File: config.mk
export PLATFORM = sky130hd
export DESIGN_NAME = console_buffer
export DESIGN_NICKNAME = d
export VERILOG_FILES = /design/src/logic/cb_pkg.sv /design/src/logic/cb_mem_if.sv /design/src/logic/char_writer.sv /design/src/logic/char_store.sv /design/src/logic/frame_reader.sv /design/src/logic/console_buffer.sv
export VERILOG_INCLUDE_DIRS = /design/src /design/src/logic
export SDC_FILE = /design/constraint.sdc
export NUM_CORES = 1
export LEC_CHECK = 0
export BUFFER_PORTS_ARGS = -buffer_cell sky130_fd_sc_hd__buf_4
export CAP_MARGIN = 15
export CORE_MARGIN = 5
export CORE_UTILIZATION = 63
export CTS_CLUSTER_DIAMETER = 100
export DETAILED_ROUTE_END_ITERATION = 8
export GPL_ROUTABILITY_DRIVEN = 0
export PLACE_DENSITY = 0.88
export SETUP_SLACK_MARGIN = 0.2
export SLEW_MARGIN = 15
export SYNTH_ARGS = -nofsm -noshare
export SYNTH_HDL_FRONTEND = slang
export SYNTH_SLANG_ARGS = --single-unit
export TNS_END_PERCENT = 100
File: constraint.sdc
create_clock -name clk -period 2.98 [get_ports clk]
set_input_delay 0.298 -clock clk [delete_from_list [all_inputs] [get_ports clk]]
set_output_delay 0.298 -clock clk [all_outputs]
set_load 0.05 [all_outputs]
File: src/logic/cb_settings.svh
// Screen geometry and field widths for the console buffer, included by the package and RTL
`ifndef CB_SETTINGS_SVH
`define CB_SETTINGS_SVH

// Text layout
`define CB_COLS        16
`define CB_ROWS        4
`define CB_FONT_HEIGHT 2   // Scan lines per text row

`define CB_CELLS       (`CB_COLS * `CB_ROWS)

// Field widths
`define CB_ADDR_W      6   // Must cover CB_CELLS
`define CB_CHAR_W      8
`define CB_TAB_W       3

`endif

File: src/logic/cb_pkg.sv
// Shared types of the console buffer, referenced by scoped name from every RTL file
`include "cb_settings.svh"

package cb_pkg;

  typedef logic [`CB_CHAR_W-1:0] char_t;
  typedef logic [`CB_ADDR_W-1:0] cell_addr_t;
  typedef logic [`CB_TAB_W-1:0]  tab_count_t;

  // Codes the writer acts on, NUL doubles as the blank cell
  typedef enum logic [7:0] {
    CC_NUL = 8'h00,
    CC_HT  = 8'h09,
    CC_LF  = 8'h0a,
    CC_CR  = 8'h0d
  } ctrl_code_e;

  typedef enum logic [2:0] {
    WR_IDLE,
    WR_PUT_CHAR,
    WR_FILL_LINE,  // Blanks to end of line for CR and LF
    WR_FILL_TAB,
    WR_CLEAR
  } writer_state_e;

  typedef enum logic [1:0] {
    RD_IDLE,
    RD_WAIT_WRITER,
    RD_ISSUE,
    RD_DATA        // Drain of the read pipe
  } reader_state_e;

endpackage

File: src/logic/cb_mem_if.sv
// Screen memory port bundle shared by the writer, the store and the frame reader
interface cb_mem_if;

  // Write side, one cell per cycle
  logic               wr_en;
  cb_pkg::cell_addr_t wr_addr;
  cb_pkg::char_t      wr_data;

  // Read side, data one cycle after address
  cb_pkg::cell_addr_t rd_addr;
  cb_pkg::char_t      rd_data;

  modport writer (
    output wr_en, wr_addr, wr_data
  );

  modport reader (
    output rd_addr,
    input  rd_data
  );

  modport store (
    input  wr_en, wr_addr, wr_data, rd_addr,
    output rd_data
  );

endinterface

File: src/logic/char_writer.sv
// Input side of the console buffer, decodes characters and writes them at the cursor
`include "cb_settings.svh"

module char_writer (
  input  logic               clk,
  input  logic               rst,
  input  logic               i_char_stb,
  input  cb_pkg::char_t      i_char,
  input  logic               i_alt_func_en,
  input  cb_pkg::tab_count_t i_tab_count,
  input  logic               i_clear_screen_stb,
  input  logic               i_frame_busy,
  output logic               o_wr_char_rdy,
  output logic               o_clear_screen,
  output logic               o_writer_busy,
  cb_mem_if.writer           mem
);

  localparam cb_pkg::cell_addr_t LAST_CELL = cb_pkg::cell_addr_t'(`CB_CELLS - 1);
  localparam cb_pkg::cell_addr_t LAST_ROW  = cb_pkg::cell_addr_t'(`CB_CELLS - `CB_COLS);
  localparam cb_pkg::cell_addr_t ROW_STEP  = cb_pkg::cell_addr_t'(`CB_COLS);

  cb_pkg::writer_state_e state;
  cb_pkg::cell_addr_t    cursor;
  cb_pkg::cell_addr_t    line_start;       // First cell of the cursor's row
  cb_pkg::cell_addr_t    next_cursor;
  cb_pkg::cell_addr_t    next_line_start;
  cb_pkg::char_t         r_char;
  cb_pkg::tab_count_t    tab_left;
  logic                  clear_req;
  logic                  sweep_done;
  logic                  take;
  logic                  at_line_end;
  logic                  printable;

  assign take        = i_char_stb && o_wr_char_rdy;
  assign at_line_end = (cursor == line_start + ROW_STEP - 1'b1);
  assign printable   = (i_char >= 8'h20) && (i_char != 8'h7f);  // DEL counts as control

  // A pending clear holds off new characters
  assign o_wr_char_rdy  = (state == cb_pkg::WR_IDLE) && !clear_req;
  assign o_clear_screen = (state == cb_pkg::WR_CLEAR);
  assign o_writer_busy  = (state != cb_pkg::WR_IDLE);

  assign mem.wr_addr = cursor;
  assign mem.wr_data = (state == cb_pkg::WR_PUT_CHAR) ? r_char
                                                       : cb_pkg::char_t'(cb_pkg::CC_NUL);

  always_comb begin
    case (state)
      cb_pkg::WR_PUT_CHAR,
      cb_pkg::WR_FILL_LINE: mem.wr_en = 1'b1;
      cb_pkg::WR_FILL_TAB:  mem.wr_en = (tab_left != '0);
      cb_pkg::WR_CLEAR:     mem.wr_en = !sweep_done;
      default:              mem.wr_en = 1'b0;
    endcase
  end

  // Cursor step with wrap, row start follows when the row is left
  always_comb begin
    next_cursor     = (cursor == LAST_CELL) ? '0 : cursor + 1'b1;
    next_line_start = line_start;
    if (at_line_end) begin
      next_line_start = (line_start == LAST_ROW) ? '0 : line_start + ROW_STEP;
    end
  end

  always_ff @(posedge clk) begin
    if (rst) begin
      state      <= cb_pkg::WR_CLEAR;  // Screen is wiped after reset
      cursor     <= '0;
      line_start <= '0;
      tab_left   <= '0;
      clear_req  <= 1'b0;
      sweep_done <= 1'b0;
    end else begin
      case (state)
        cb_pkg::WR_IDLE: begin
          if (clear_req && !i_frame_busy) begin
            clear_req  <= 1'b0;
            cursor     <= '0;
            line_start <= '0;
            sweep_done <= 1'b0;
            state      <= cb_pkg::WR_CLEAR;
          end else if (take) begin
            if (i_alt_func_en) begin
              state <= cb_pkg::WR_PUT_CHAR;  // Any code stored as a glyph
            end else begin
              case (i_char)
                cb_pkg::CC_HT: begin
                  tab_left <= i_tab_count;
                  state    <= cb_pkg::WR_FILL_TAB;
                end
                cb_pkg::CC_LF,
                cb_pkg::CC_CR: state <= cb_pkg::WR_FILL_LINE;
                default: begin
                  if (printable) begin
                    state <= cb_pkg::WR_PUT_CHAR;
                  end
                end
              endcase
            end
          end
        end
        cb_pkg::WR_PUT_CHAR: begin
          cursor     <= next_cursor;
          line_start <= next_line_start;
          state      <= cb_pkg::WR_IDLE;
        end
        cb_pkg::WR_FILL_LINE: begin
          cursor     <= next_cursor;
          line_start <= next_line_start;
          if (at_line_end) begin
            state <= cb_pkg::WR_IDLE;  // Cursor now at start of next row
          end
        end
        cb_pkg::WR_FILL_TAB: begin
          if (tab_left == '0) begin
            state <= cb_pkg::WR_IDLE;
          end else begin
            cursor     <= next_cursor;
            line_start <= next_line_start;
            tab_left   <= tab_left - 1'b1;
          end
        end
        cb_pkg::WR_CLEAR: begin
          // One extra cycle after the last cell before going idle
          if (sweep_done) begin
            state <= cb_pkg::WR_IDLE;
          end else begin
            cursor     <= next_cursor;
            sweep_done <= (cursor == LAST_CELL);
          end
        end
        default: state <= cb_pkg::WR_IDLE;
      endcase

      if (i_clear_screen_stb) begin
        clear_req <= 1'b1;
      end
    end
  end

  always_ff @(posedge clk) begin
    if (take) begin
      r_char <= i_char;
    end
  end

endmodule

File: src/logic/char_store.sv
// Screen memory of the console buffer, one write port and a registered read port
`include "cb_settings.svh"

module char_store (
  input logic     clk,
  cb_mem_if.store mem
);

  // One character per screen cell
  cb_pkg::char_t cells [`CB_CELLS];

  always_ff @(posedge clk) begin
    if (mem.wr_en) begin
      cells[mem.wr_addr] <= mem.wr_data;
    end
  end

  // Read data lags the address by one cycle
  always_ff @(posedge clk) begin
    mem.rd_data <= cells[mem.rd_addr];
  end

endmodule

File: src/logic/frame_reader.sv
// Output side of the console buffer, streams the screen once per font scan line of each row
`include "cb_settings.svh"

module frame_reader (
  input  logic          clk,
  input  logic          rst,
  input  logic          i_read_frame_stb,
  input  logic          i_char_req_en,
  input  logic          i_writer_busy,
  output logic          o_frame_busy,
  output logic          o_char_rdy,
  output cb_pkg::char_t o_char,
  cb_mem_if.reader      mem
);

  localparam int COL_W  = $clog2(`CB_COLS);
  localparam int LINE_W = (`CB_FONT_HEIGHT > 1) ? $clog2(`CB_FONT_HEIGHT) : 1;

  localparam logic [COL_W-1:0]   LAST_COL  = COL_W'(`CB_COLS - 1);
  localparam logic [LINE_W-1:0]  LAST_LINE = LINE_W'(`CB_FONT_HEIGHT - 1);
  localparam cb_pkg::cell_addr_t LAST_ROW  = cb_pkg::cell_addr_t'(`CB_CELLS - `CB_COLS);
  localparam cb_pkg::cell_addr_t ROW_STEP  = cb_pkg::cell_addr_t'(`CB_COLS);

  cb_pkg::reader_state_e state;
  logic [COL_W-1:0]      col;
  logic [LINE_W-1:0]     line;
  cb_pkg::cell_addr_t    row_base;
  logic                  issue;
  logic                  valid_d1;  // Read in flight inside the store

  assign issue        = (state == cb_pkg::RD_ISSUE) && i_char_req_en;
  assign o_frame_busy = (state != cb_pkg::RD_IDLE);
  assign mem.rd_addr  = row_base + cb_pkg::cell_addr_t'(col);

  always_ff @(posedge clk) begin
    if (rst) begin
      state    <= cb_pkg::RD_IDLE;
      col      <= '0;
      line     <= '0;
      row_base <= '0;
    end else begin
      case (state)
        cb_pkg::RD_IDLE: begin
          if (i_read_frame_stb) begin
            state <= cb_pkg::RD_WAIT_WRITER;
          end
        end
        cb_pkg::RD_WAIT_WRITER: begin
          if (!i_writer_busy) begin
            col      <= '0;
            line     <= '0;
            row_base <= '0;  // Frame always starts at cell 0
            state    <= cb_pkg::RD_ISSUE;
          end
        end
        cb_pkg::RD_ISSUE: begin
          if (i_char_req_en) begin
            if (col != LAST_COL) begin
              col <= col + 1'b1;
            end else begin
              col <= '0;
              if (line != LAST_LINE) begin
                line <= line + 1'b1;  // Same row again for the next scan line
              end else begin
                line <= '0;
                if (row_base == LAST_ROW) begin
                  state <= cb_pkg::RD_DATA;
                end else begin
                  row_base <= row_base + ROW_STEP;
                end
              end
            end
          end
        end
        cb_pkg::RD_DATA: begin
          if (!valid_d1) begin
            state <= cb_pkg::RD_IDLE;  // Last character leaves this cycle
          end
        end
        default: state <= cb_pkg::RD_IDLE;
      endcase
    end
  end

  // Issue, then store read, then output register
  always_ff @(posedge clk) begin
    if (rst) begin
      valid_d1   <= 1'b0;
      o_char_rdy <= 1'b0;
    end else begin
      valid_d1   <= issue;
      o_char_rdy <= valid_d1;
    end
  end

  always_ff @(posedge clk) begin
    if (valid_d1) begin
      o_char <= mem.rd_data;
    end
  end

endmodule

File: src/logic/console_buffer.sv
// Top level of the console buffer, joins writer, screen store and frame reader
module console_buffer (
  input  logic               clk,
  input  logic               rst,

  // Character input
  input  logic               i_char_stb,
  input  cb_pkg::char_t      i_char,
  input  logic               i_alt_func_en,
  input  cb_pkg::tab_count_t i_tab_count,
  input  logic               i_clear_screen_stb,
  output logic               o_wr_char_rdy,
  output logic               o_clear_screen,

  // Frame output
  input  logic               i_read_frame_stb,
  input  logic               i_char_req_en,
  output logic               o_char_rdy,
  output cb_pkg::char_t      o_char
);

  logic writer_busy;
  logic frame_busy;

  cb_mem_if u_mem_if ();

  char_writer u_char_writer (
    .clk                (clk),
    .rst                (rst),
    .i_char_stb         (i_char_stb),
    .i_char             (i_char),
    .i_alt_func_en      (i_alt_func_en),
    .i_tab_count        (i_tab_count),
    .i_clear_screen_stb (i_clear_screen_stb),
    .i_frame_busy       (frame_busy),
    .o_wr_char_rdy      (o_wr_char_rdy),
    .o_clear_screen     (o_clear_screen),
    .o_writer_busy      (writer_busy),
    .mem                (u_mem_if.writer)
  );

  char_store u_char_store (
    .clk (clk),
    .mem (u_mem_if.store)
  );

  frame_reader u_frame_reader (
    .clk              (clk),
    .rst              (rst),
    .i_read_frame_stb (i_read_frame_stb),
    .i_char_req_en    (i_char_req_en),
    .i_writer_busy    (writer_busy),
    .o_frame_busy     (frame_busy),
    .o_char_rdy       (o_char_rdy),
    .o_char           (o_char),
    .mem              (u_mem_if.reader)
  );

endmodule

# Yosys cells after proc, flatten, opt, wreduce, memory -nomap -nowiden
# Memory sizes are Yosys's and may differ from the RTL's. A register that Yosys moved wholly into a read port is not among the register bits.
# Index checks and enable logic that the tools add are counted.
dict set report word_totals {
  register_bits 51
  ramBits 512
  input_bits 18
  output_inout_bits 11
  word_cells 149
  memories 1
}
dict set report op_classes {
  addsub 8
  n_lt_le_gt_ge 1
  n_eq_ne 36
  muxes 56
  reduce_logical 33
}
# name depth width read_ports rd_ports_with_merged_regs write_ports line
set memory_table {}
lappend memory_table {u_char_store.cells 64 8 1 1 1 char_store.sv:10} ;# cb_pkg::char_t cells [`CB_CELLS];
# operator n
set ops {}
lappend ops {{2-to-1 mux 6 bit} 12}
lappend ops {{2-to-1 mux 3 bit} 12}
lappend ops {{!= test 2 bit, second input constant} 13}
lappend ops {{equality test 8 x 4 -> 1 bit, second input constant} 3}
lappend ops {{case mux 6 bit (4 select lines)} 1}
lappend ops {{equality test 6 bit, second input constant} 3}
lappend ops {{case mux 6 bit (3 select lines)} 1}
lappend ops {{2-to-1 mux 2 bit} 7}
lappend ops {{adder 6 x 5 -> 6 bit, second input constant} 2}
lappend ops {{2-to-1 mux 4 bit} 3}
lappend ops {{case mux 3 bit (2 select lines)} 2}
lappend ops {{case mux 3 bit (4 select lines)} 1}
lappend ops {{case mux 6 bit (2 select lines)} 1}
lappend ops {{AND reduction 6 bit} 2}
lappend ops {{nonzero test 2 bit} 6}
lappend ops {{2-to-1 mux 1 bit} 10}
lappend ops {{!= test 2 x 1 -> 1 bit, second input constant} 5}
lappend ops {{nonzero test 3 bit} 3}
lappend ops {{greater-or-equal comparator 8 x 6 -> 1 bit, second input constant} 1}
lappend ops {{2-to-1 mux 8 bit} 1}
lappend ops {{!= test 8 x 7 -> 1 bit, second input constant} 1}
lappend ops {{case mux 2 bit (4 select lines)} 1}
lappend ops {{case mux 4 bit (2 select lines)} 1}
lappend ops {{AND reduction 4 bit} 2}
lappend ops {{other kinds (27)} 40}

# Depth between registers and ports, before layout
# Gate-level depths: netlist (run 1).
dict set report depth {
  depth_word 8
  mapped_depth 9
}

# By module
# A second synthesis (run 1) with hierarchy kept.
dict set report hier_totals {
  hier_cells 1185
  area_unflattened_um2 22457.8
}
# mod instances cells_per_inst area_per_inst_um2 seq_area_each_um2
set by_module_without_submodules {}
lappend by_module_without_submodules {char_store 1 940 20166.8 15534.9}
lappend by_module_without_submodules {char_writer 1 158 1378.8 560.5}
lappend by_module_without_submodules {frame_reader 1 87 912.1 460.4}

# Worst setup path after synthesis (run 1)
# No wires, ideal clock.
dict set report synth_path {
  path_kind {register to register}
  startpoint {reg u_char_writer.state[2]}
  endpoint {mem u_char_store.cells[0][0] (netlist bit) (data pin)}
  setup_time_ns 0.367
  arrival_ns 1.967
  required_time_ns 2.613
  slack_ns 0.646
  stages_incl_launch_ff 5
  path_buffers 2
  period_less_slack_ns 2.334
  path_cell_list {dfxtp_1 -> buf_6 -> clkbuf_1 -> nor3b_1 -> and2_1}
}
dict set report synth_via {
  elab_chain_cells 2
}
# item line
set synth_rtl {}
lappend synth_rtl {{start: declaration} char_writer.sv:23} ;# cb_pkg::writer_state_e state;
lappend synth_rtl {{start signal: assignment} char_writer.sv:70} ;# state <= cb_pkg::WR_CLEAR;
lappend synth_rtl {{start signal: assignment} char_writer.sv:84} ;# state <= cb_pkg::WR_CLEAR;
lappend synth_rtl {{start signal: assignment} char_writer.sv:87} ;# state <= cb_pkg::WR_PUT_CHAR;
lappend synth_rtl {{equality test 3 x 1 -> 1 bit} char_writer.sv:46} ;# assign mem.wr_data = (state == cb_pkg::WR_PUT_CHAR) ? r_char
lappend synth_rtl {{2-to-1 mux 8 bit} char_writer.sv:46}
lappend synth_rtl {{named net u_char_store.mem.wr_data[0]} cb_mem_if.sv:23} ;# input wr_en, wr_addr, wr_data, rd_addr,
lappend synth_rtl {{end: declaration} char_store.sv:10}
# The timed path passes the listed nets, and every way through them passes these cells.

# Worst setup path in the final report (run 1)
dict set report layout_path {
  startpoint {reg u_char_writer.tab_left[0]}
  endpoint {mem u_char_store.cells[58][4] (netlist bit), enable pin}
}
dict set report layout_via {
  elab_chain_cells 4
}
# item line
set layout_rtl {}
lappend layout_rtl {{start: declaration} char_writer.sv:29} ;# cb_pkg::tab_count_t tab_left;
lappend layout_rtl {{start signal: assignment} char_writer.sv:91} ;# tab_left <= i_tab_count;
lappend layout_rtl {{start signal: assignment} char_writer.sv:123} ;# tab_left <= tab_left - 1'b1;
lappend layout_rtl {{nonzero test 3 bit} char_writer.sv:53} ;# cb_pkg::WR_FILL_TAB: mem.wr_en = (tab_left != '0);
lappend layout_rtl {{case mux 1 bit (3 select lines)} char_writer.sv:50} ;# case (state)
lappend layout_rtl {{2-to-1 mux 1 bit} char_store.sv:13} ;# if (mem.wr_en) begin
lappend layout_rtl {{2-to-1 mux 1 bit (implied by the code)} char_store.sv:14} ;# cells[mem.wr_addr] <= mem.wr_data;
# Every way passes these cells.

==> flow_metrics.env, run 1 <==
export IMPL_status="complete, no violations"
export IMPL_clk_pin_slew_worst_paths_ns=0.06
export IMPL_mappedNetlistArea_um2=22390
export IMPL_hold_path_cell_count=4
export IMPL_drt_wl_total_um=52950
export IMPL_vdd_drop_max_mv=0.5995
export IMPL_power_combinational_fraction=0.059
export IMPL_p_int_w=0.01261
export IMPL_cts_post_setup_buffers_inserted=0
export IMPL_grt_overflow_total=0
export IMPL_path_buf_inv=2
export IMPL_maximum_number_of_pins_on_one_net_before_global_route_repair=65
export IMPL_r2r_start="u_char_writer.tab_left[0]"
export IMPL_worst_hold_slack_ns=0.05811
export IMPL_fp_row_count=69
export IMPL_placement_cell_area_um2=23730
export IMPL_clockPowerShare=0.398
export IMPL_worst_slew_pin_slew_ns=0.8342
export IMPL_pwr_cell_area_nw_per_um2=629.8
export IMPL_required_ns=3.26
export IMPL_path_depth=8
export IMPL_ctsRootBufferMaster="clkbuf_16"
export IMPL_grt_antenna_before_repair=0
export IMPL_dp_final_hpwl_um=31620
export IMPL_detailed_routing_iteration_count_for_the_pre_antenna_repair_pass=6
export IMPL_regArea_um2=16560
export IMPL_timing_setup_tns_ns=0
export IMPL_fp_dieW_um=198.5
export IMPL_detail_route_antenna_nets=0
export IMPL_multi_input_comb_area_um2=5448
export IMPL_design_final_nets=1379
export IMPL_sink_count_of_the_clock_tree=563
export IMPL_syn_mean_instance_area_um2=18.30
export IMPL_critical_path_arrival_ns=3.13
export IMPL_clk_latency_ns=0.58
export IMPL_drt_vias_per_instance=6.798
export IMPL_cts_tree="yes"
export IMPL_reg2reg_depth=8
export IMPL_whs_endpoint="u_char_writer.state[1]"
export IMPL_grtUsageTotal=0.2729
export IMPL_final_core_util=0.7212
export IMPL_maxSlewHeadroom=0.4427
export IMPL_worst_skew_ns=0.01994
export IMPL_switching_share=0.2141
export IMPL_total_leakage_power_nw=9.285
export IMPL_final_period_minus_worst_setup_slack_ns=2.850
export IMPL_via_count=12596
export IMPL_worstReg2RegEnd="u_char_store.cells[58][4]"
export IMPL_synthesis_instances=1224
export IMPL_area_overhead_of_the_layout_relative_to_synthesis_pct=13.72
export IMPL_switchingPower_w=0.003433
export IMPL_fillCellCount=1894
export IMPL_wire_per_inst_um=28.57
export IMPL_drcViolationCount=0
export IMPL_min_delay_path_class="in2reg"
export IMPL_path_delay_family="simple AND/OR/NAND/NOR gates"
export IMPL_timing_critical_path_slowest_cell_delay_ns=0.50
export IMPL_worstPathCellList="inv_1 -> ha_1 -> and4b_1 -> o31ai_1 -> and2b_1 -> nand2_1 -> nor2_1 -> buf_4"
export IMPL_crit_path_max_fanout=8
export IMPL_synthArstFlopShare=0
export IMPL_cts_htree_levels=2
export IMPL_die_area_um2=39420
export IMPL_cts_made_buffers=52
export IMPL_synth_ff_type="edfxtp_1"
export IMPL_most_common_library_cell_in_the_layout_ignoring_fill_and_taps="edfxtp_1"
export IMPL_hold_viol=0
export IMPL_n_diodes=0
export IMPL_r2r_setup_slack_ns=0.13
export IMPL_ios=29
export IMPL_timing_max_cap_violations=0
export IMPL_mappedNetlistNets=1252
export IMPL_hp_start="i_alt_func_en"
export IMPL_grt_first_pass_wirelength_um=79330
export IMPL_final_cell_mix="edfxtp_1 (528), buf_4 (123), mux4_2 (104)"
export IMPL_grt_pass1_vias=12877
export IMPL_synth_lib_cells_used_distinct=59
export IMPL_initialDrtViolationCount=1773
export IMPL_max_stage_delay_cell_worst_path="nand2_1"
export IMPL_postLayoutCellArea_um2=25470
export IMPL_io_buffer_count=28
export IMPL_synth_sequential_area_ratio=0.7393
export IMPL_timing_final_crit_share=0.9563
export IMPL_fmax_mhz=350.9
export IMPL_yosys_reg_bits=563
export IMPL_timing_critical_path_to_type="flop"
export IMPL_rsz0062_at_grt="true"
export IMPL_finalSetupViolations=0
export IMPL_placeableCoreArea_um2=35310
export IMPL_critPathKind="reg2reg"
export IMPL_yosysWarningCount=0
export IMPL_drive_above_1_share=0.2450
export IMPL_final_number_of_max_transition_violations=0
export IMPL_seq_power_share=0.543
export IMPL_initial_core_util=0.6342
export IMPL_dieHeight_um=198.5
export IMPL_clock_path_buffers=3
export IMPL_critPathLaunchType="flop"
export IMPL_number_of_flops_mapped_to_enable_cells_by_yosys=528
cells in the mapped netlist, types with 7 or more instances:
cell	instances	share of area
mux2i_1	52	0.023
nand3b_1	12	0.0040
and2_1	18	0.0050
nand4_1	11	0.0031
a211o_1	8	0.0031
a22oi_1	41	0.014
edfxtp_1	528	0.71
nor2_1	85	0.014
inv_1	7	0.0012
a21oi_1	24	0.0054
buf_1	8	0.0013
clkbuf_1	37	0.0062
and3_1	11	0.0031
a31o_2	8	0.0031
mux4_2	104	0.10
buf_2	9	0.0020
o2111ai_1	8	0.0031
nand2_1	58	0.0097
dfxtp_1	35	0.031
buf_6	10	0.0050
buf_4	7	0.0023
ha_1	10	0.0056
nor2b_1	22	0.0061
o311a_1	8	0.0036
nand3_1	27	0.0060
metal layers:
| layer | GRT usage | vias up | share of wire |
|---|---|---|---|
| met1 | 0.3527 | 6330 | 0.34 |
| met2 | 0.4652 | 904 | 0.51 |
| met5 | 0 | - | 0 |
| met4 | 0.1033 | 0 | 0.043 |
| met3 | 0.05657 | 179 | 0.11 |
| li1 | - | 5183 | - |
registers in the layout (all words and copies together) (netlist names):
register,flops
u_char_store.cells,512
u_char_store.mem.rd_data,8
u_char_writer.clear_req,1
u_char_writer.line_start,2
u_char_writer.mem.wr_addr,6
u_char_writer.r_char,8
u_char_writer.state,3
u_char_writer.sweep_done,1
u_char_writer.tab_left,3
u_frame_reader.col,4
u_frame_reader.line,1
u_frame_reader.o_char,8
u_frame_reader.o_char_rdy,1
u_frame_reader.row_base,2
u_frame_reader.state,2
u_frame_reader.valid_d1,1
layout make-up:
| cell class | count | area share |
|---|---|---|
| clock buffers | 65 | 0.05463 |
| clock inverters | 30 | 0.008893 |
| inverters | 7 | 0.001032 |
| multi-input cells | 583 | 0.2139 |
| flip-flops and latches | 563 | 0.6504 |
| well taps | 461 | 0.02265 |
| repair buffers | 144 | 0.04844 |
worst reg2reg max path, delay by kind of cell (launching register included):
kind            cells  cell delay, ns
simple gates        4            1.31
compound gates      1            0.36
buf+inv             2            0.29
fa+ha+maj           1            0.26
flops               1            0.33
stage by stage:
step           setup WS [ns]  total power (W)  cells
2_1_floorplan         0.6455         0.009519   1224
6_report              0.1303          0.01604   1853
3_5_place_dp          0.2504         0.009810   1747
3_3_place_gp          0.4165         0.009771   1747
5_1_grt              0.02798          0.01650   1853
4_1_cts               0.2636          0.01608   1853
worst max-delay path by stage:
stage                               from                   endpoint  slack (ns)
2_1_floorplan     u_char_writer.state[2]   u_char_store.cells[0][0]        0.65
3_3_place_gp   u_char_writer.tab_left[0]   u_char_store.cells[2][0]        0.42
3_5_place_dp   u_char_writer.tab_left[0]  u_char_store.cells[12][4]        0.25
4_1_cts        u_char_writer.tab_left[0]  u_char_store.cells[12][3]        0.26
5_1_grt        u_char_writer.tab_left[0]  u_char_store.cells[12][0]        0.03
6_report       u_char_writer.tab_left[0]  u_char_store.cells[58][4]        0.13
what timing repair did:
item                                    CTS  global route
resized for setup                         0             1
hold buffers                             11             0
endpoints found under the setup margin    0           183
endpoints found under the hold margin    11             0
power by group through the flow:
stage	logic [W]	clock network, W	registers [W]
global placement	0.000901	0	0.00887
CTS	0.000950	0.00641	0.00871
detailed placement	0.000930	0	0.00888
floorplan	0.000653	0	0.00887
finish	0.000952	0.00638	0.00871
global route	0.00103	0.00675	0.00872
logic make-up after synthesis:
family / count (synthesis) / synth area share
buffers and inverters: 78 / 0.01810
AOI/OAI and AO/OA: 130 / 0.04313
adders and majority gates: 10 / 0.005587
DFF: 563 / 0.7393
muxes: 156 / 0.1278
xor gates and xnor gates: 7 / 0.002738
and+or+nand+nor: 280 / 0.06330
Power figures use the tool's default switching activity.
==> inputs of run 2 (changes only) <==
--- a/config.mk
+++ b/config.mk
@@ -14,6 +14,7 @@
 export DETAILED_ROUTE_END_ITERATION = 8
 export GPL_ROUTABILITY_DRIVEN = 0
 export PLACE_DENSITY = 0.88
+export RECOVER_POWER = 25
 export SETUP_SLACK_MARGIN = 0.2
 export SLEW_MARGIN = 15
 export SYNTH_ARGS = -nofsm -noshare
==> run 2 against run 1 <==
Compared with the run above:
- flip-flop and latch count stayed put
- largest power group unchanged
- hold slack worse by 0.0024 ns
- power is 0.16% lower
- core utilization is 0.34 points lower
- final cell count stayed put
==> flow_metrics.env, run 2 (synthesized netlist as in run 1, its figures left out) <==
export IMPL_largest_register_ffs=512
export IMPL_postLayoutCellArea_um2=25350
export IMPL_fmax_mhz=353.8
export IMPL_timing_setup_tns_ns=0
export IMPL_vdd_drop_max_mv=0.5994
export IMPL_status="complete, no violations"
export IMPL_hold_viol=0
export IMPL_sink_count_of_the_clock_tree=563
export IMPL_detail_route_antenna_nets=0
export IMPL_clk_pin_slew_worst_paths_ns=0.06
export IMPL_grt_pass1_vias=12877
export IMPL_pwr_cell_area_nw_per_um2=631.8
export IMPL_dp_worst_setup_slack_ns=0.2504
export IMPL_maxSlewHeadroom=0.2942
export IMPL_grt_first_pass_wirelength_um=79330
export IMPL_drcViolationCount=0
export IMPL_finalNonFillerCells=1853
export IMPL_highest_layer="met4"
export IMPL_worst_skew_ns=0.01658
export IMPL_cts_htree_levels=2
export IMPL_met2_length_um=26980
export IMPL_timing_max_cap_violations=0
export IMPL_fp_row_count=69
export IMPL_timing_final_crit_share=0.9485
export IMPL_required_ns=3.26
export IMPL_crit_path_max_fanout=8
export IMPL_critPathLaunchType="flop"
export IMPL_ios=29
export IMPL_timing_critical_path_to_type="flop"
export IMPL_area_overhead_of_the_layout_relative_to_synthesis_pct=13.19
export IMPL_worstPathCellList="inv_1 -> ha_1 -> and4b_1 -> o31ai_1 -> and2b_1 -> nand2_1 -> nor2_1 -> buf_4"
export IMPL_final_period_minus_worst_setup_slack_ns=2.826
export IMPL_cts_tree="yes"
export IMPL_placeableCoreArea_um2=35310
export IMPL_n_diodes=0
export IMPL_ctsRootBufferMaster="clkbuf_16"
export IMPL_initial_core_util=0.6342
export IMPL_clk_latency_ns=0.58
export IMPL_fin_ws_ns=0.1536
export IMPL_drt_wl_total_um=53080
export IMPL_total_leakage_power_nw=9.204
export IMPL_wire_per_inst_um=28.64
export IMPL_dieHeight_um=198.5
export IMPL_maximum_number_of_pins_on_one_net_before_global_route_repair=65
export IMPL_via_count=12665
export IMPL_final_number_of_max_transition_violations=0
export IMPL_critPathKind="reg2reg"
export IMPL_timing_critical_path_slowest_cell_delay_ns=0.48
export IMPL_critical_path_arrival_ns=3.11
export IMPL_min_delay_path_class="in2reg"
export IMPL_placement_cell_area_um2=23730
export IMPL_grt_overflow_total=0
export IMPL_io_buffer_count=28
export IMPL_met3RoutedLength_um=5673
export IMPL_detailed_routing_iteration_count_for_the_pre_antenna_repair_pass=7
export IMPL_fp_dieW_um=198.5
export IMPL_finalSetupViolations=0
export IMPL_drt_vias_per_instance=6.835
export IMPL_rsz0062_at_grt="true"
export IMPL_die_area_um2=39420
export IMPL_max_flop_register="u_char_store.cells"
export IMPL_dp_final_hpwl_um=31620
export IMPL_grtUsageTotal=0.2729
export IMPL_final_core_util=0.7178
export IMPL_drive_above_1_share=0.2299
export IMPL_max_stage_delay_cell_worst_path="nand2_1"
export IMPL_worst_slew_pin_slew_ns=1.059
export IMPL_placed_cells=1747
export IMPL_cts_made_buffers=52
export IMPL_grt_antenna_before_repair=0
export IMPL_final_cell_mix="edfxtp_1 (528), buf_4 (105), mux4_2 (104)"
export IMPL_cts_post_setup_buffers_inserted=0
export IMPL_wirelength_met1_um=18130
export IMPL_initialDrtViolationCount=1713
export IMPL_design_final_nets=1379
export IMPL_clock_path_buffers=3
export IMPL_most_common_library_cell_in_the_layout_ignoring_fill_and_taps="edfxtp_1"
## run 2: changes by cell type in the layout (fill, tap and decap cells not counted), sizes merged
cell and change:
buf -21, clkbuf +21
## run 2: worst paths after layout
check / start / endpoint / slack [ns] / cells past startpoint
worst max register to register: u_char_writer.tab_left[0] / u_char_store.cells[58][4] / 0.15 / 8
worst max-delay path: u_char_writer.tab_left[0] / u_char_store.cells[58][4] / 0.15 / 8
worst min-delay path: i_alt_func_en / u_char_writer.state[1] / 0.06 / 4
worst min register to register: u_char_store.mem.rd_data[6] / u_frame_reader.o_char[6] / 0.40 / 0
## run 2: worst max-delay path: cells and delay by family (launching register included)
kind / cells / cell delay, ns
compound gates: 1 / 0.36
flops: 1 / 0.33
fa+ha+maj: 1 / 0.26
simple gates: 4 / 1.29
buf+inv: 2 / 0.29
## run 2: metal layers
metal	global-route usage	up-vias
li1	-	5181
met1	0.3527	6336
met2	0.4652	972
met3	0.05657	176
met4	0.1033	0
met5	0	-
## run 2: through the flow
step                      power [W]  hold WS [ns]
after floorplan            0.009519        0.3855
after global placement     0.009771        0.3881
after detailed placement   0.009810        0.3887
after CTS                   0.01608       0.03575
after global routing        0.01648       0.07199
final                       0.01601       0.05573
## run 2: final cells by class
cell class              count  area (um^2)
flip-flops and latches    563        16560
fillers                  1915         9963
multi-input cells         583         5429
clock buffers              65         1391
repair buffers            144         1132
well taps                 461        576.8
clock inverters            30        226.5
inverters                   7        26.28
## run 2: what timing repair did
action	CTS	global route
hold endpoints to repair	11	0
endpoints found under the setup margin	0	183
hold buffers	11	0
gates resized for setup	0	1
## run 2: report_power, final
part | internal, W | leakage [nW] | switching, W | total (W)
Clock | 0.00356 | 0.795 | 0.00280 | 0.00637
Sequential | 0.00864 | 6.25 | 0.0000753 | 0.00871
Combinational | 0.000387 | 2.16 | 0.000547 | 0.000934
==> inputs of run 3 (changes only) <==
--- a/config.mk
+++ b/config.mk
@@ -9,11 +9,11 @@
 export BUFFER_PORTS_ARGS = -buffer_cell sky130_fd_sc_hd__buf_4
 export CAP_MARGIN = 15
 export CORE_MARGIN = 5
-export CORE_UTILIZATION = 63
+export CORE_UTILIZATION = 56
 export CTS_CLUSTER_DIAMETER = 100
 export DETAILED_ROUTE_END_ITERATION = 8
 export GPL_ROUTABILITY_DRIVEN = 0
-export PLACE_DENSITY = 0.88
+export PLACE_DENSITY = 0.83
 export RECOVER_POWER = 25
 export SETUP_SLACK_MARGIN = 0.2
 export SLEW_MARGIN = 15
==> constraint.sdc (replaced) <==
create_clock -name clk -period 2.42 [get_ports clk]
set_input_delay 0.242 -clock clk [delete_from_list [all_inputs] [get_ports clk]]
set_output_delay 0.242 -clock clk [all_outputs]
set_load 0.05 [all_outputs]
==> run 3 against run 2 <==
Compared with the run above:
- non-clock buffer count increased by 39
- cell area increased by 5.0%
- first-iteration DRC count decreased by 14%
- largest power group unchanged
- die area increased by 12%
- hold slack got worse by 0.021 ns
- critical path type unchanged
- core utilization decreased by 4.6 points
- clock skew increased by 0.012 ns
- critical endpoint is now u_char_store.cells[30][7]
- critical path depth increased by 2
- register-to-register slack improved by 0.04 ns
==> flow_metrics.env, run 3 (synthesized netlist as in run 1, its figures left out) <==
export IMPL_clock_path_buffers=3
export IMPL_power_combinational_fraction=0.065
export IMPL_drt_wl_total_um=52930
export IMPL_min_delay_path_class="in2reg"
export IMPL_grtUsageTotal=0.2340
export IMPL_clockPowerShare=0.408
export IMPL_timing_critical_path_to_type="flop"
export IMPL_design_final_nets=1419
export IMPL_switchingPower_w=0.004363
export IMPL_fp_dieW_um=210.0
export IMPL_drt_vias_per_instance=6.396
export IMPL_final_number_of_max_transition_violations=0
export IMPL_clk_pin_slew_worst_paths_ns=0.06
export IMPL_n_diodes=0
export IMPL_hold_viol=0
export IMPL_via_count=12524
export IMPL_switching_share=0.2145
export IMPL_ios=29
export IMPL_io_buffer_count=28
export IMPL_grt_overflow_total=0
export IMPL_sink_count_of_the_clock_tree=563
export IMPL_total_leakage_power_nw=9.577
export IMPL_timing_final_crit_share=0.9214
export IMPL_status="complete, no violations"
export IMPL_path_buf_inv=4
export IMPL_path_delay_family="simple AND/OR/NAND/NOR gates"
export IMPL_dieHeight_um=210.0
export IMPL_seq_power_share=0.527
export IMPL_cts_made_buffers=53
export IMPL_max_flop_register="u_char_store.cells"
export IMPL_cts_htree_levels=2
export IMPL_fp_row_count=73
export IMPL_worst_skew_ns=0.02854
export IMPL_crit_path_max_fanout=8
export IMPL_ctsRootBufferMaster="clkbuf_16"
export IMPL_p_int_w=0.01597
export IMPL_die_area_um2=44090
export IMPL_worstPathCellList="inv_2 -> ha_4 -> and4b_1 -> o31ai_2 -> buf_4 -> and2b_4 -> nand3_2 -> buf_12 -> nor2_2 -> buf_6"
export IMPL_cts_tree="yes"
export IMPL_detail_route_antenna_nets=0
export IMPL_grt_antenna_before_repair=0
export IMPL_report_power_total_w=0.02034
export IMPL_pwr_cell_area_nw_per_um2=763.8
export IMPL_vdd_drop_max_mv=0.5451
export IMPL_required_ns=2.73
export IMPL_final_period_minus_worst_setup_slack_ns=2.230
export IMPL_final_cell_mix="edfxtp_1 (528), mux4_2 (104), buf_4 (76)"
export IMPL_maximum_number_of_pins_on_one_net_before_global_route_repair=65
export IMPL_timing_critical_path_slowest_cell_delay_ns=0.34
export IMPL_most_common_library_cell_in_the_layout_ignoring_fill_and_taps="edfxtp_1"
export IMPL_critPathKind="reg2reg"
export IMPL_rsz0062_at_grt="true"
export IMPL_largest_register_ffs=512
export IMPL_area_overhead_of_the_layout_relative_to_synthesis_pct=18.90
export IMPL_grt_first_pass_wirelength_um=78020
export IMPL_worst_slew_pin_slew_ns=0.9881
export IMPL_finalSetupViolations=0
export IMPL_maxSlewHeadroom=0.3413
export IMPL_critical_path_arrival_ns=2.54
export IMPL_drcViolationCount=0
export IMPL_worst_hold_slack_ns=0.03514
export IMPL_timing_max_cap_violations=0
export IMPL_placeableCoreArea_um2=39640
export IMPL_clk_latency_ns=0.59
export IMPL_critPathLaunchType="flop"
export IMPL_initialDrtViolationCount=1477
export IMPL_dp_final_hpwl_um=30240
export IMPL_grt_pass1_vias=12485
export IMPL_max_stage_delay_cell_worst_path="dfxtp_2"
export IMPL_drive_above_1_share=0.2959
export IMPL_fmax_mhz=448.5
export IMPL_wire_per_inst_um=27.03
export IMPL_initial_core_util=0.5649
export IMPL_detailed_routing_iteration_count_for_the_pre_antenna_repair_pass=7
## run 3: worst min-delay path: cells and delay by family
kind | cells | cell delay [ns]
compound gates | 2 | 0.20
buf+inv | 1 | 0.11
## run 3: final cells by class
class                   instances  area (um^2)
well taps                     525        656.9
multi-input cells             583         5762
clock inverters                33        342.8
inverters                       7        26.28
clock buffers                  64         1389
fillers                      2395        13010
repair buffers                183         1881
flip-flops and latches        563        16570
## run 3: worst paths after layout
check                           cells after the start                         from  slack, ns                         to
worst max-delay path                               10    u_char_writer.tab_left[0]       0.19  u_char_store.cells[30][7]
worst min-delay path                                3               i_tab_count[0]       0.04  u_char_writer.tab_left[0]
worst max register to register                     10    u_char_writer.tab_left[0]       0.19  u_char_store.cells[30][7]
worst min register to register                      0  u_char_store.mem.rd_data[0]       0.41   u_frame_reader.o_char[0]
## run 3: power by group through the flow
stage	sequential (W)	combinational, W	clock, W
3_3_place_gp	0.0109	0.00118	0
4_1_cts	0.0107	0.00128	0.00835
3_5_place_dp	0.0109	0.00121	0
2_1_floorplan	0.0109	0.000814	0
5_1_grt	0.0107	0.00142	0.00884
6_report	0.0107	0.00132	0.00829
## run 3: stage by stage
stage	worst slack [ns]	setup TNS, ns	utilization	cells	cell area [um^2]
after floorplan	0.1008	0	-	1224	22460
after global placement	0.08642	0	0.6152	1843	24390
after detailed placement	-0.01574	-0.1243	0.6152	1843	24390
after CTS	0.1926	0	0.6651	1955	26370
after global routing	0.1272	0	0.6717	1958	26630
final	0.1903	0	0.6717	1958	26630
## run 3: what timing repair did
item | CTS | global route
endpoints found under the hold margin | 12 | 0
hold buffers | 12 | 0
setup buffers | 3 | 3
pin swaps | 0 | 14
resized for setup | 30 | 90
endpoints found under the setup margin | 447 | 439
## run 3: layer usage
metal  global-route usage  vias up  part of all wire
met5                    0        -                 0
met4              0.09518        0             0.036
met3              0.04361      122             0.087
met2               0.3733      778              0.49
met1               0.3261     6356              0.38
li1                     -     5268                 -
